===== src/synthPkg.sv =====
// Widths, typedefs, MIDI message and stereo structs, sequencer states and constants
package synthPkg;

    // ----------------------------------------
    // Widths
    // ----------------------------------------
    localparam int SAMPLE_W     = 18;
    localparam int MIDI_DATA_W  = 7;
    localparam int MAC_SHIFT    = 7;
    localparam int PROD_W       = SAMPLE_W + MIDI_DATA_W + 1;
    localparam int SAMPLE_DIV   = 16;
    localparam int SAMPLE_CNT_W = $clog2(SAMPLE_DIV);

    typedef logic signed [SAMPLE_W-1:0] sampleT;
    typedef logic [MIDI_DATA_W-1:0]     noteT;
    typedef logic [MIDI_DATA_W-1:0]     velT;
    typedef logic [MIDI_DATA_W-1:0]     panT;
    typedef logic [SAMPLE_W-1:0]        stepT;

    // ----------------------------------------
    // Structs and states
    // ----------------------------------------
    typedef struct packed {
        logic [3:0]             cmd;
        logic [3:0]             channel;
        logic [MIDI_DATA_W-1:0] data0;
        logic [MIDI_DATA_W-1:0] data1;
    } midiMsgT;

    typedef struct packed {
        sampleT left;
        sampleT right;
    } stereoT;

    typedef enum logic [2:0] {
        IDLE,
        LOAD,
        SCALE,
        LEFT,
        RIGHT,
        DONE
    } seqStateT;

    // ----------------------------------------
    // Constants
    // ----------------------------------------
    localparam logic [3:0] MIDI_CMD_NOTE_OFF = 4'h8;
    localparam logic [3:0] MIDI_CMD_NOTE_ON  = 4'h9;
    localparam logic [3:0] MIDI_CMD_CTRL     = 4'hB;
    localparam logic [3:0] VOICE_CHANNEL     = 4'h0;

    localparam logic [MIDI_DATA_W-1:0] MIDI_CC_PAN   = 7'd10;
    localparam logic [MIDI_DATA_W-1:0] MIDI_DATA_MAX = 7'd127;
    localparam logic [MIDI_DATA_W-1:0] NOTE_MAX      = 7'd99;
    localparam logic [MIDI_DATA_W-1:0] PAN_CENTER    = 7'd64;

    // Shared multiplier operations
    localparam logic [1:0] MAC_HOLD  = 2'd0;
    localparam logic [1:0] MAC_SCALE = 2'd1;
    localparam logic [1:0] MAC_LEFT  = 2'd2;
    localparam logic [1:0] MAC_RIGHT = 2'd3;

endpackage


===== src/midiVoiceControl.sv =====
// MIDI message decoder holding note, velocity, pan and gate of the voice
`timescale 1ns/1ps

module midiVoiceControl import synthPkg::*; (
    input  logic    clk,
    input  logic    reset,
    input  logic    midiValid,
    input  midiMsgT midiMsg,
    output noteT    note,
    output velT     velocity,
    output panT     pan
);

    logic forVoice;
    logic noteOn;
    logic noteOff;
    logic panCtrl;
    logic gate;
    velT  heldVel;

    assign forVoice = midiValid && (midiMsg.channel == VOICE_CHANNEL);

    // Note-on with zero velocity counts as note-off
    assign noteOn  = forVoice && (midiMsg.cmd == MIDI_CMD_NOTE_ON) && (midiMsg.data1 != '0);
    assign noteOff = forVoice &&
                     ((midiMsg.cmd == MIDI_CMD_NOTE_OFF) ||
                      ((midiMsg.cmd == MIDI_CMD_NOTE_ON) && (midiMsg.data1 == '0)));
    assign panCtrl = forVoice && (midiMsg.cmd == MIDI_CMD_CTRL) && (midiMsg.data0 == MIDI_CC_PAN);

    always_ff @(posedge clk or posedge reset) begin
        if (reset) begin
            note <= '0;
            gate <= 1'b0;
            pan  <= PAN_CENTER;
        end else begin
            if (noteOn) begin
                note <= midiMsg.data0;
                gate <= 1'b1;
            end else if (noteOff && (midiMsg.data0 == note)) begin
                gate <= 1'b0;
            end
            if (panCtrl) begin
                pan <= midiMsg.data1;
            end
        end
    end

    always_ff @(posedge clk) begin
        if (noteOn) begin
            heldVel <= midiMsg.data1;
        end
    end

    assign velocity = gate ? heldVel : '0;

endmodule


===== src/noteStepTable.sv =====
// Note number to triangle phase step ROM, equal tempered, clamped above the top note
`timescale 1ns/1ps

module noteStepTable import synthPkg::*; (
    input  noteT note,
    output stepT step
);

    noteT romNote;

    assign romNote = (note > NOTE_MAX) ? NOTE_MAX : note;

    always_comb begin
        case (romNote)
            7'd0:    step = 18'h00059;
            7'd1:    step = 18'h0005E;
            7'd2:    step = 18'h00064;
            7'd3:    step = 18'h0006A;
            7'd4:    step = 18'h00070;
            7'd5:    step = 18'h00077;
            7'd6:    step = 18'h0007E;
            7'd7:    step = 18'h00085;
            7'd8:    step = 18'h0008D;
            7'd9:    step = 18'h00096;
            7'd10:   step = 18'h0009F;
            7'd11:   step = 18'h000A8;
            7'd12:   step = 18'h000B2;
            7'd13:   step = 18'h000BD;
            7'd14:   step = 18'h000C8;
            7'd15:   step = 18'h000D4;
            7'd16:   step = 18'h000E1;
            7'd17:   step = 18'h000EE;
            7'd18:   step = 18'h000FC;
            7'd19:   step = 18'h0010B;
            7'd20:   step = 18'h0011B;
            7'd21:   step = 18'h0012C;
            7'd22:   step = 18'h0013E;
            7'd23:   step = 18'h00151;
            7'd24:   step = 18'h00165;
            7'd25:   step = 18'h0017A;
            7'd26:   step = 18'h00190;
            7'd27:   step = 18'h001A8;
            7'd28:   step = 18'h001C2;
            7'd29:   step = 18'h001DC;
            7'd30:   step = 18'h001F9;
            7'd31:   step = 18'h00217;
            7'd32:   step = 18'h00237;
            7'd33:   step = 18'h00258;
            7'd34:   step = 18'h0027C;
            7'd35:   step = 18'h002A2;
            7'd36:   step = 18'h002CA;
            7'd37:   step = 18'h002F4;
            7'd38:   step = 18'h00321;
            7'd39:   step = 18'h00351;
            7'd40:   step = 18'h00384;
            7'd41:   step = 18'h003B9;
            7'd42:   step = 18'h003F2;
            7'd43:   step = 18'h0042E;
            7'd44:   step = 18'h0046E;
            7'd45:   step = 18'h004B1;
            7'd46:   step = 18'h004F8;
            7'd47:   step = 18'h00544;
            7'd48:   step = 18'h00594;
            7'd49:   step = 18'h005E9;
            7'd50:   step = 18'h00643;
            7'd51:   step = 18'h006A3;
            7'd52:   step = 18'h00708;
            7'd53:   step = 18'h00773;
            7'd54:   step = 18'h007E4;
            7'd55:   step = 18'h0085C;
            7'd56:   step = 18'h008DC;
            7'd57:   step = 18'h00962;
            7'd58:   step = 18'h009F1;
            7'd59:   step = 18'h00A89;
            // Middle C
            7'd60:   step = 18'h00B29;
            7'd61:   step = 18'h00BD3;
            7'd62:   step = 18'h00C87;
            7'd63:   step = 18'h00D46;
            7'd64:   step = 18'h00E10;
            7'd65:   step = 18'h00EE6;
            7'd66:   step = 18'h00FC9;
            7'd67:   step = 18'h010B9;
            7'd68:   step = 18'h011B8;
            7'd69:   step = 18'h012C5;
            7'd70:   step = 18'h013E3;
            7'd71:   step = 18'h01512;
            7'd72:   step = 18'h01653;
            7'd73:   step = 18'h017A7;
            7'd74:   step = 18'h0190F;
            7'd75:   step = 18'h01A8C;
            7'd76:   step = 18'h01C20;
            7'd77:   step = 18'h01DCD;
            7'd78:   step = 18'h01F92;
            7'd79:   step = 18'h02173;
            7'd80:   step = 18'h02370;
            7'd81:   step = 18'h0258B;
            7'd82:   step = 18'h027C7;
            7'd83:   step = 18'h02A25;
            7'd84:   step = 18'h02CA6;
            7'd85:   step = 18'h02F4E;
            7'd86:   step = 18'h0321E;
            7'd87:   step = 18'h03519;
            7'd88:   step = 18'h03841;
            7'd89:   step = 18'h03B9A;
            7'd90:   step = 18'h03F25;
            7'd91:   step = 18'h042E6;
            7'd92:   step = 18'h046E0;
            7'd93:   step = 18'h04B17;
            7'd94:   step = 18'h04F8F;
            7'd95:   step = 18'h0544A;
            7'd96:   step = 18'h0594D;
            7'd97:   step = 18'h05E9C;
            7'd98:   step = 18'h0643C;
            7'd99:   step = 18'h06A32;
            default: step = '0;
        endcase
    end

endmodule


===== src/sampleRateTimer.sv =====
// Sample rate divider raising a one-cycle sample tick
`timescale 1ns/1ps

module sampleRateTimer import synthPkg::*; (
    input  logic clk,
    input  logic reset,
    output logic sampleTick
);

    logic [SAMPLE_CNT_W-1:0] divCount;
    logic                    divWrap;

    assign divWrap = (divCount == SAMPLE_CNT_W'(SAMPLE_DIV - 1));

    always_ff @(posedge clk or posedge reset) begin
        if (reset) begin
            divCount   <= '0;
            sampleTick <= 1'b0;
        end else begin
            // Tick registered on the wrap
            sampleTick <= divWrap;
            divCount   <= divWrap ? '0 : divCount + 1'b1;
        end
    end

endmodule


===== src/triangleOsc.sv =====
// Triangle accumulator with its registered direction flag
`timescale 1ns/1ps

module triangleOsc import synthPkg::*; (
    input  logic   clk,
    input  logic   reset,
    input  logic   sampleTick,
    input  stepT   step,
    output sampleT oscValue
);

    logic       dirUp;
    logic [1:0] topBits;

    assign topBits = oscValue[SAMPLE_W-1:SAMPLE_W-2];

    // Fold near plus and minus 2^16
    always_ff @(posedge clk or posedge reset) begin
        if (reset) begin
            dirUp <= 1'b1;
        end else if (topBits == 2'b01) begin
            dirUp <= 1'b0;
        end else if (topBits == 2'b10) begin
            dirUp <= 1'b1;
        end
    end

    always_ff @(posedge clk or posedge reset) begin
        if (reset) begin
            oscValue <= '0;
        end else if (sampleTick) begin
            if (dirUp) begin
                oscValue <= oscValue + sampleT'(step);
            end else begin
                oscValue <= oscValue - sampleT'(step);
            end
        end
    end

endmodule


===== src/triangleVoice.sv =====
// Top level of the MIDI triangle voice
`timescale 1ns/1ps

module triangleVoice import synthPkg::*; (
    input  logic    clk,
    input  logic    reset,
    input  logic    midiValid,
    input  midiMsgT midiMsg,
    output stereoT  sampleOut,
    output logic    sampleOutRdy
);

    logic       sampleTick;
    noteT       note;
    velT        velocity;
    panT        pan;
    stepT       step;
    sampleT     oscValue;
    logic [1:0] macOp;

    sampleRateTimer timer (
        .clk        (clk),
        .reset      (reset),
        .sampleTick (sampleTick)
    );

    midiVoiceControl control (
        .clk       (clk),
        .reset     (reset),
        .midiValid (midiValid),
        .midiMsg   (midiMsg),
        .note      (note),
        .velocity  (velocity),
        .pan       (pan)
    );

    noteStepTable stepTable (
        .note (note),
        .step (step)
    );

    triangleOsc osc (
        .clk        (clk),
        .reset      (reset),
        .sampleTick (sampleTick),
        .step       (step),
        .oscValue   (oscValue)
    );

    voiceSequencer sequencer (
        .clk          (clk),
        .reset        (reset),
        .sampleTick   (sampleTick),
        .macOp        (macOp),
        .sampleOutRdy (sampleOutRdy)
    );

    voiceMac mac (
        .clk       (clk),
        .reset     (reset),
        .macOp     (macOp),
        .oscValue  (oscValue),
        .velocity  (velocity),
        .pan       (pan),
        .sampleOut (sampleOut)
    );

endmodule


===== src/voiceMac.sv =====
// Shared multiply and scale datapath with the stereo output registers
`timescale 1ns/1ps

module voiceMac import synthPkg::*; (
    input  logic       clk,
    input  logic       reset,
    input  logic [1:0] macOp,
    input  sampleT     oscValue,
    input  velT        velocity,
    input  panT        pan,
    output stereoT     sampleOut
);

    sampleT                   mulA;
    logic [MIDI_DATA_W-1:0]   mulB;
    logic signed [PROD_W-1:0] product;
    logic signed [PROD_W-1:0] shifted;
    sampleT                   scaled;
    sampleT                   acc;

    // ----------------------------------------
    // Operand select
    // ----------------------------------------
    always_comb begin
        case (macOp)
            MAC_SCALE: begin
                mulA = oscValue;
                mulB = velocity;
            end
            MAC_LEFT: begin
                mulA = acc;
                mulB = MIDI_DATA_MAX - pan;
            end
            MAC_RIGHT: begin
                mulA = acc;
                mulB = pan;
            end
            default: begin
                mulA = acc;
                mulB = '0;
            end
        endcase
    end

    // Unsigned MIDI operand, zero extended
    assign product = mulA * $signed({1'b0, mulB});
    assign shifted = product >>> MAC_SHIFT;
    assign scaled  = shifted[SAMPLE_W-1:0];

    always_ff @(posedge clk) begin
        if (macOp == MAC_SCALE) begin
            acc <= scaled;
        end
    end

    // ----------------------------------------
    // Output samples
    // ----------------------------------------
    always_ff @(posedge clk or posedge reset) begin
        if (reset) begin
            sampleOut <= '0;
        end else if (macOp == MAC_LEFT) begin
            sampleOut.left <= scaled;
        end else if (macOp == MAC_RIGHT) begin
            sampleOut.right <= scaled;
        end
    end

endmodule


===== src/voiceSequencer.sv =====
// Per-sample FSM ordering the scale, left and right operations
`timescale 1ns/1ps

module voiceSequencer import synthPkg::*; (
    input  logic       clk,
    input  logic       reset,
    input  logic       sampleTick,
    output logic [1:0] macOp,
    output logic       sampleOutRdy
);

    seqStateT state;
    seqStateT nextState;

    always_ff @(posedge clk or posedge reset) begin
        if (reset) begin
            state <= IDLE;
        end else begin
            state <= nextState;
        end
    end

    // One cycle per state once started
    always_comb begin
        case (state)
            IDLE:    nextState = sampleTick ? LOAD : IDLE;
            LOAD:    nextState = SCALE;
            SCALE:   nextState = LEFT;
            LEFT:    nextState = RIGHT;
            RIGHT:   nextState = DONE;
            DONE:    nextState = IDLE;
            default: nextState = IDLE;
        endcase
    end

    always_comb begin
        case (state)
            SCALE:   macOp = MAC_SCALE;
            LEFT:    macOp = MAC_LEFT;
            RIGHT:   macOp = MAC_RIGHT;
            default: macOp = MAC_HOLD;
        endcase
    end

    // Both channels written by now
    assign sampleOutRdy = (state == DONE);

endmodule

===== config.mk =====
export PLATFORM = sky130hd
export DESIGN_NAME = triangleVoice
export DESIGN_NICKNAME = d
export VERILOG_FILES = /design/src/synthPkg.sv /design/src/midiVoiceControl.sv /design/src/noteStepTable.sv /design/src/sampleRateTimer.sv /design/src/triangleOsc.sv /design/src/triangleVoice.sv /design/src/voiceMac.sv /design/src/voiceSequencer.sv
export SDC_FILE = /design/constraint.sdc
export NUM_CORES = 1
export LEC_CHECK = 0
export BUFFER_PORTS_ARGS = -buffer_cell sky130_fd_sc_hd__clkbuf_2
export CAP_MARGIN = 20
export CELL_PAD_IN_SITES_DETAIL_PLACEMENT = 2
export CELL_PAD_IN_SITES_GLOBAL_PLACEMENT = 2
export CORE_UTILIZATION = 43
export CTS_CLUSTER_SIZE = 8
export DETAILED_ROUTE_END_ITERATION = 10
export GPL_ROUTABILITY_DRIVEN = 0
export PLACE_DENSITY = 0.95
export RECOVER_POWER = 50
export SYNTH_ARGS = -nofsm -noshare
export SYNTH_HDL_FRONTEND = slang
export SYNTH_HIERARCHICAL = 1
export SYNTH_SLANG_ARGS = --single-unit

===== constraint.sdc =====
create_clock -name clk -period 16.56 [get_ports clk]
set_input_delay 0.828 -clock clk [delete_from_list [all_inputs] [get_ports clk]]
set_output_delay 0.828 -clock clk [all_outputs]
set_load 0.1 [all_outputs]

==> impl_metrics.env <==
export IMPL_crit_path_start_kind="flip-flop"
export IMPL_syn_to_final_growth_pct=6.92
export IMPL_totalWireLength_um=67200
export IMPL_rows=60
export IMPL_synth_area_top_cells="dfrtp_1, fa_1, ha_1, edfxtp_1, inv_1"
export IMPL_path_class="flip-flop to flip-flop"
export IMPL_synth_ff_type="dfrtp_1"
export IMPL_viasPerCell=6.97
export IMPL_grt_pass1_vias=13173
export IMPL_sw_frac_of_total_pct=55.2
export IMPL_via_count=12393
export IMPL_routedWlPerCell_um=37.8
export IMPL_yosys_area_top_type="dfrtp_1"
export IMPL_p_leak_nw=6.01
export IMPL_die_h_um=169
export IMPL_final_cell_count_no_fill=1777
export IMPL_hp_class="flip-flop to flip-flop"
export IMPL_period_minus_slack_ns=9.44
export IMPL_grt_pass1_wl_um=87700
export IMPL_drv_slew=32
export IMPL_drc=0
export IMPL_holdPathStages=1
export IMPL_rsz0062_at_grt="false"
export IMPL_ys_seq_area_share_pct=22.6
export IMPL_first_pass_iters=5
export IMPL_r2r_end="mac/sampleOut[28]"
export IMPL_hold_buffers=0
export IMPL_synthArstFlopShare_pct=75.7
export IMPL_p_comb_share_pct=54.4
export IMPL_required_ns=16.86
export IMPL_clockRootBuffer="clkbuf_16"
export IMPL_r2r_setup_slack_ns=7.12
export IMPL_placed_cells_incl_taps=1757
export IMPL_skew_ns=0.0207
export IMPL_violations="max-capacitance violations, max-slew violations"
export IMPL_p_clk_share_pct=18.1
export IMPL_htreeDepth=3
export IMPL_fin_nets=1592
export IMPL_max_freq_mhz=106
export IMPL_tightest_slew_ns=1.96
export IMPL_drtIter0Drc=1367
export IMPL_ys_seq_elements=103
export IMPL_synth_edf_count=25
export IMPL_core_area_mm2=0.0271
export IMPL_clk_pin_slew_worst_paths_ns=0.10
export IMPL_portBuffers=61
export IMPL_yosysWarnings=6
export IMPL_io_pins=62
export IMPL_clkSinkCount=103
export IMPL_grt_overflow=0
export IMPL_setup_viol=0
export IMPL_arrival_ns=9.74
export IMPL_whs_endpoint="timer/divCount[3]"
export IMPL_grt_usage_pct=42.3
export IMPL_p_seq_share_pct=27.5
export IMPL_post_dp_hpwl_um=39800
export IMPL_antenna_found_initial=3
export IMPL_grt_max_degree=63
export IMPL_relSlewSlack_pct=-30.7
export IMPL_worst_ir_drop_vdd_mv=0.109
export IMPL_finalHoldViolations=0
export IMPL_p_per_area_mw_per_mm2=108
export IMPL_yosysTopAreaCellShare_pct=15.9
export IMPL_avgSynthCellArea_um2=8.68
export IMPL_end_kind="flip-flop"
export IMPL_die_w_um=169
export IMPL_post_cts_resized=0
export IMPL_status="finished with violations"
export IMPL_maxCapViolations=1
export IMPL_antenna_left=0
export IMPL_drive_gt1_share_pct=10.9
export IMPL_reg2reg_from="sequencer/state[1]"
export IMPL_p_int_w=0.000617
export IMPL_synth_cell_types=92
export IMPL_yosysMostFrequentCell="inv_1"
export IMPL_p_sw_w=0.000760
export IMPL_cts_made_buffers=9
export IMPL_cts_tree="done"
export IMPL_rr_worst_depth=21
export IMPL_fin_crit_sh_pct=57.0
export IMPL_start_util_pct=44.2
export IMPL_cts_buffer_depth=2
export IMPL_path_max_fanout=37
export IMPL_synthesis_instances=1379
export IMPL_holdCritStartpoint="timer/divCount[3]"
export IMPL_fp_dieArea_mm2=0.0285
export IMPL_synthTopCellsByCount="inv_1, nor2_1, nand2_1"
export IMPL_cts_setup_buffers=0
export IMPL_clock_latency_ns=0.38
export IMPL_setup_tns_final_ns=0
export IMPL_syn_area_mm2=0.0120
[routing by layer]
layer	global-route usage [%]	share of wire, %
met1	45.1	34
met2	72.6	46
met3	9.31	8.6
met4	33.6	11
met5	0	0.027
[cells by family after synthesis]
family                   Yosys count  synth area share [%]
AO/OA/AOI/OAI                    317                  17.2
XOR/XNOR                          66                  4.83
adder cells (fa/ha/maj)          170                  23.7
buffers and inverters            247                  8.67
flip-flops                       103                  22.6
multiplexers                      65                  6.30
other                              1                0.0313
AND/OR/NAND/NOR                  410                  16.7
[power by group through the flow]
| stage | clock network [W] | registers [W] | logic, W |
|---|---|---|---|
| after floorplan | 0 | 0.000499 | 0.000341 |
| after global placement | 0 | 0.000359 | 0.000595 |
| after detailed placement | 0 | 0.000369 | 0.000657 |
| after CTS | 0.000246 | 0.000369 | 0.000687 |
| after global routing | 0.000255 | 0.000379 | 0.000771 |
| final | 0.000249 | 0.000379 | 0.000750 |
[per-stage QoR]
stage / setup WS (ns) / util (%) / hold WS (ns) / total power, W / cell area [um^2]
3_3_place_gp: 9.04 / 46.1 / 0.462 / 0.000954 / 12500
5_1_grt: 7.23 / 47.2 / 0.519 / 0.00141 / 12800
6_report: 7.12 / 47.2 / 0.513 / 0.00138 / 12800
3_5_place_dp: 8.51 / 46.1 / 0.478 / 0.00103 / 12500
2_1_floorplan: 10.37 / - / 0.442 / 0.000839 / 12000
4_1_cts: 8.08 / 47.3 / 0.431 / 0.00130 / 12800
[registers in the layout, summed over array words and instances, names as in the netlist, 3 cells and up]
signal and cells:
control/heldVel 7, control/note 7, control/pan 7, mac/acc 18, mac/sampleOut 36, osc/oscValue 18, sequencer/state 3, timer/divCount 4
[critical path, cell delays in order (launching register included)]
cell and delay [ns]:
dfrtp_1 0.54, xnor2_1 0.20, nor2_1 0.79, nor2b_4 0.30, buf_4 0.63, mux2i_1 0.44, or2_2 0.50, fa_1 0.78
inv_1 0.12, fa_1 0.65, fa_1 0.69, inv_1 0.14, fa_1 0.53, inv_1 0.07, ha_1 0.28, a21oi_1 0.33
o21a_1 0.35, nand2_1 0.14, a211oi_1 0.54, nor2_1 0.20, xor2_1 0.77, mux2_2 0.33
[worst max-delay path by stage]
| stage | startpoint | to | slack (ns) | cells after the start |
|---|---|---|---|---|
| after floorplan | sequencer/state[1] | mac/acc[17] | 10.37 | 24 |
| after global placement | sequencer/state[1] | mac/acc[7] | 9.04 | 21 |
| after detailed placement | sequencer/state[1] | mac/acc[7] | 8.51 | 21 |
| after CTS | sequencer/state[1] | mac/sampleOut[7] | 8.08 | 21 |
| after global routing | sequencer/state[1] | mac/acc[17] | 7.23 | 21 |
| final | sequencer/state[1] | mac/sampleOut[28] | 7.12 | 21 |
[area by class of cell]
type | instances | area, um^2
clock inverter | 7 | 98.8
multi-input combinational | 1031 | 8220
fill | 2942 | 14300
timing repair buffer | 83 | 445
inverter | 169 | 634
sequential | 103 | 2710
tap | 372 | 465
clock buffer | 9 | 225
antenna | 3 | 7.51
[layout by cell type, fill, tap and decap left out, types with 12 or more instances in the layout]
| cell | synthesis | layout |
|---|---|---|
| nand2b_1 | 26 | 26 |
| and2_1 | 12 | 12 |
| a21oi_1 | 87 | 87 |
| fa_1 | 94 | 94 |
| o21ai_0 | 78 | 78 |
| inv_1 | 168 | 168 |
| nor3_1 | 18 | 18 |
| xnor2_1 | 30 | 30 |
| a21o_1 | 12 | 12 |
| mux2i_1 | 24 | 24 |
| clkbuf_1 | 37 | 30 |
| nand3_1 | 13 | 13 |
| nand2_1 | 97 | 97 |
| xor2_1 | 36 | 36 |
| mux2_2 | 31 | 31 |
| dfrtp_1 | 76 | 75 |
| or2_2 | 22 | 22 |
| clkbuf_2 | 0 | 34 |
| buf_4 | 11 | 18 |
| nor2_1 | 162 | 162 |
| edfxtp_1 | 25 | 25 |
| ha_1 | 76 | 76 |
| o21a_1 | 15 | 15 |
| a31oi_1 | 12 | 12 |
(Power assumes the default switching activity.)
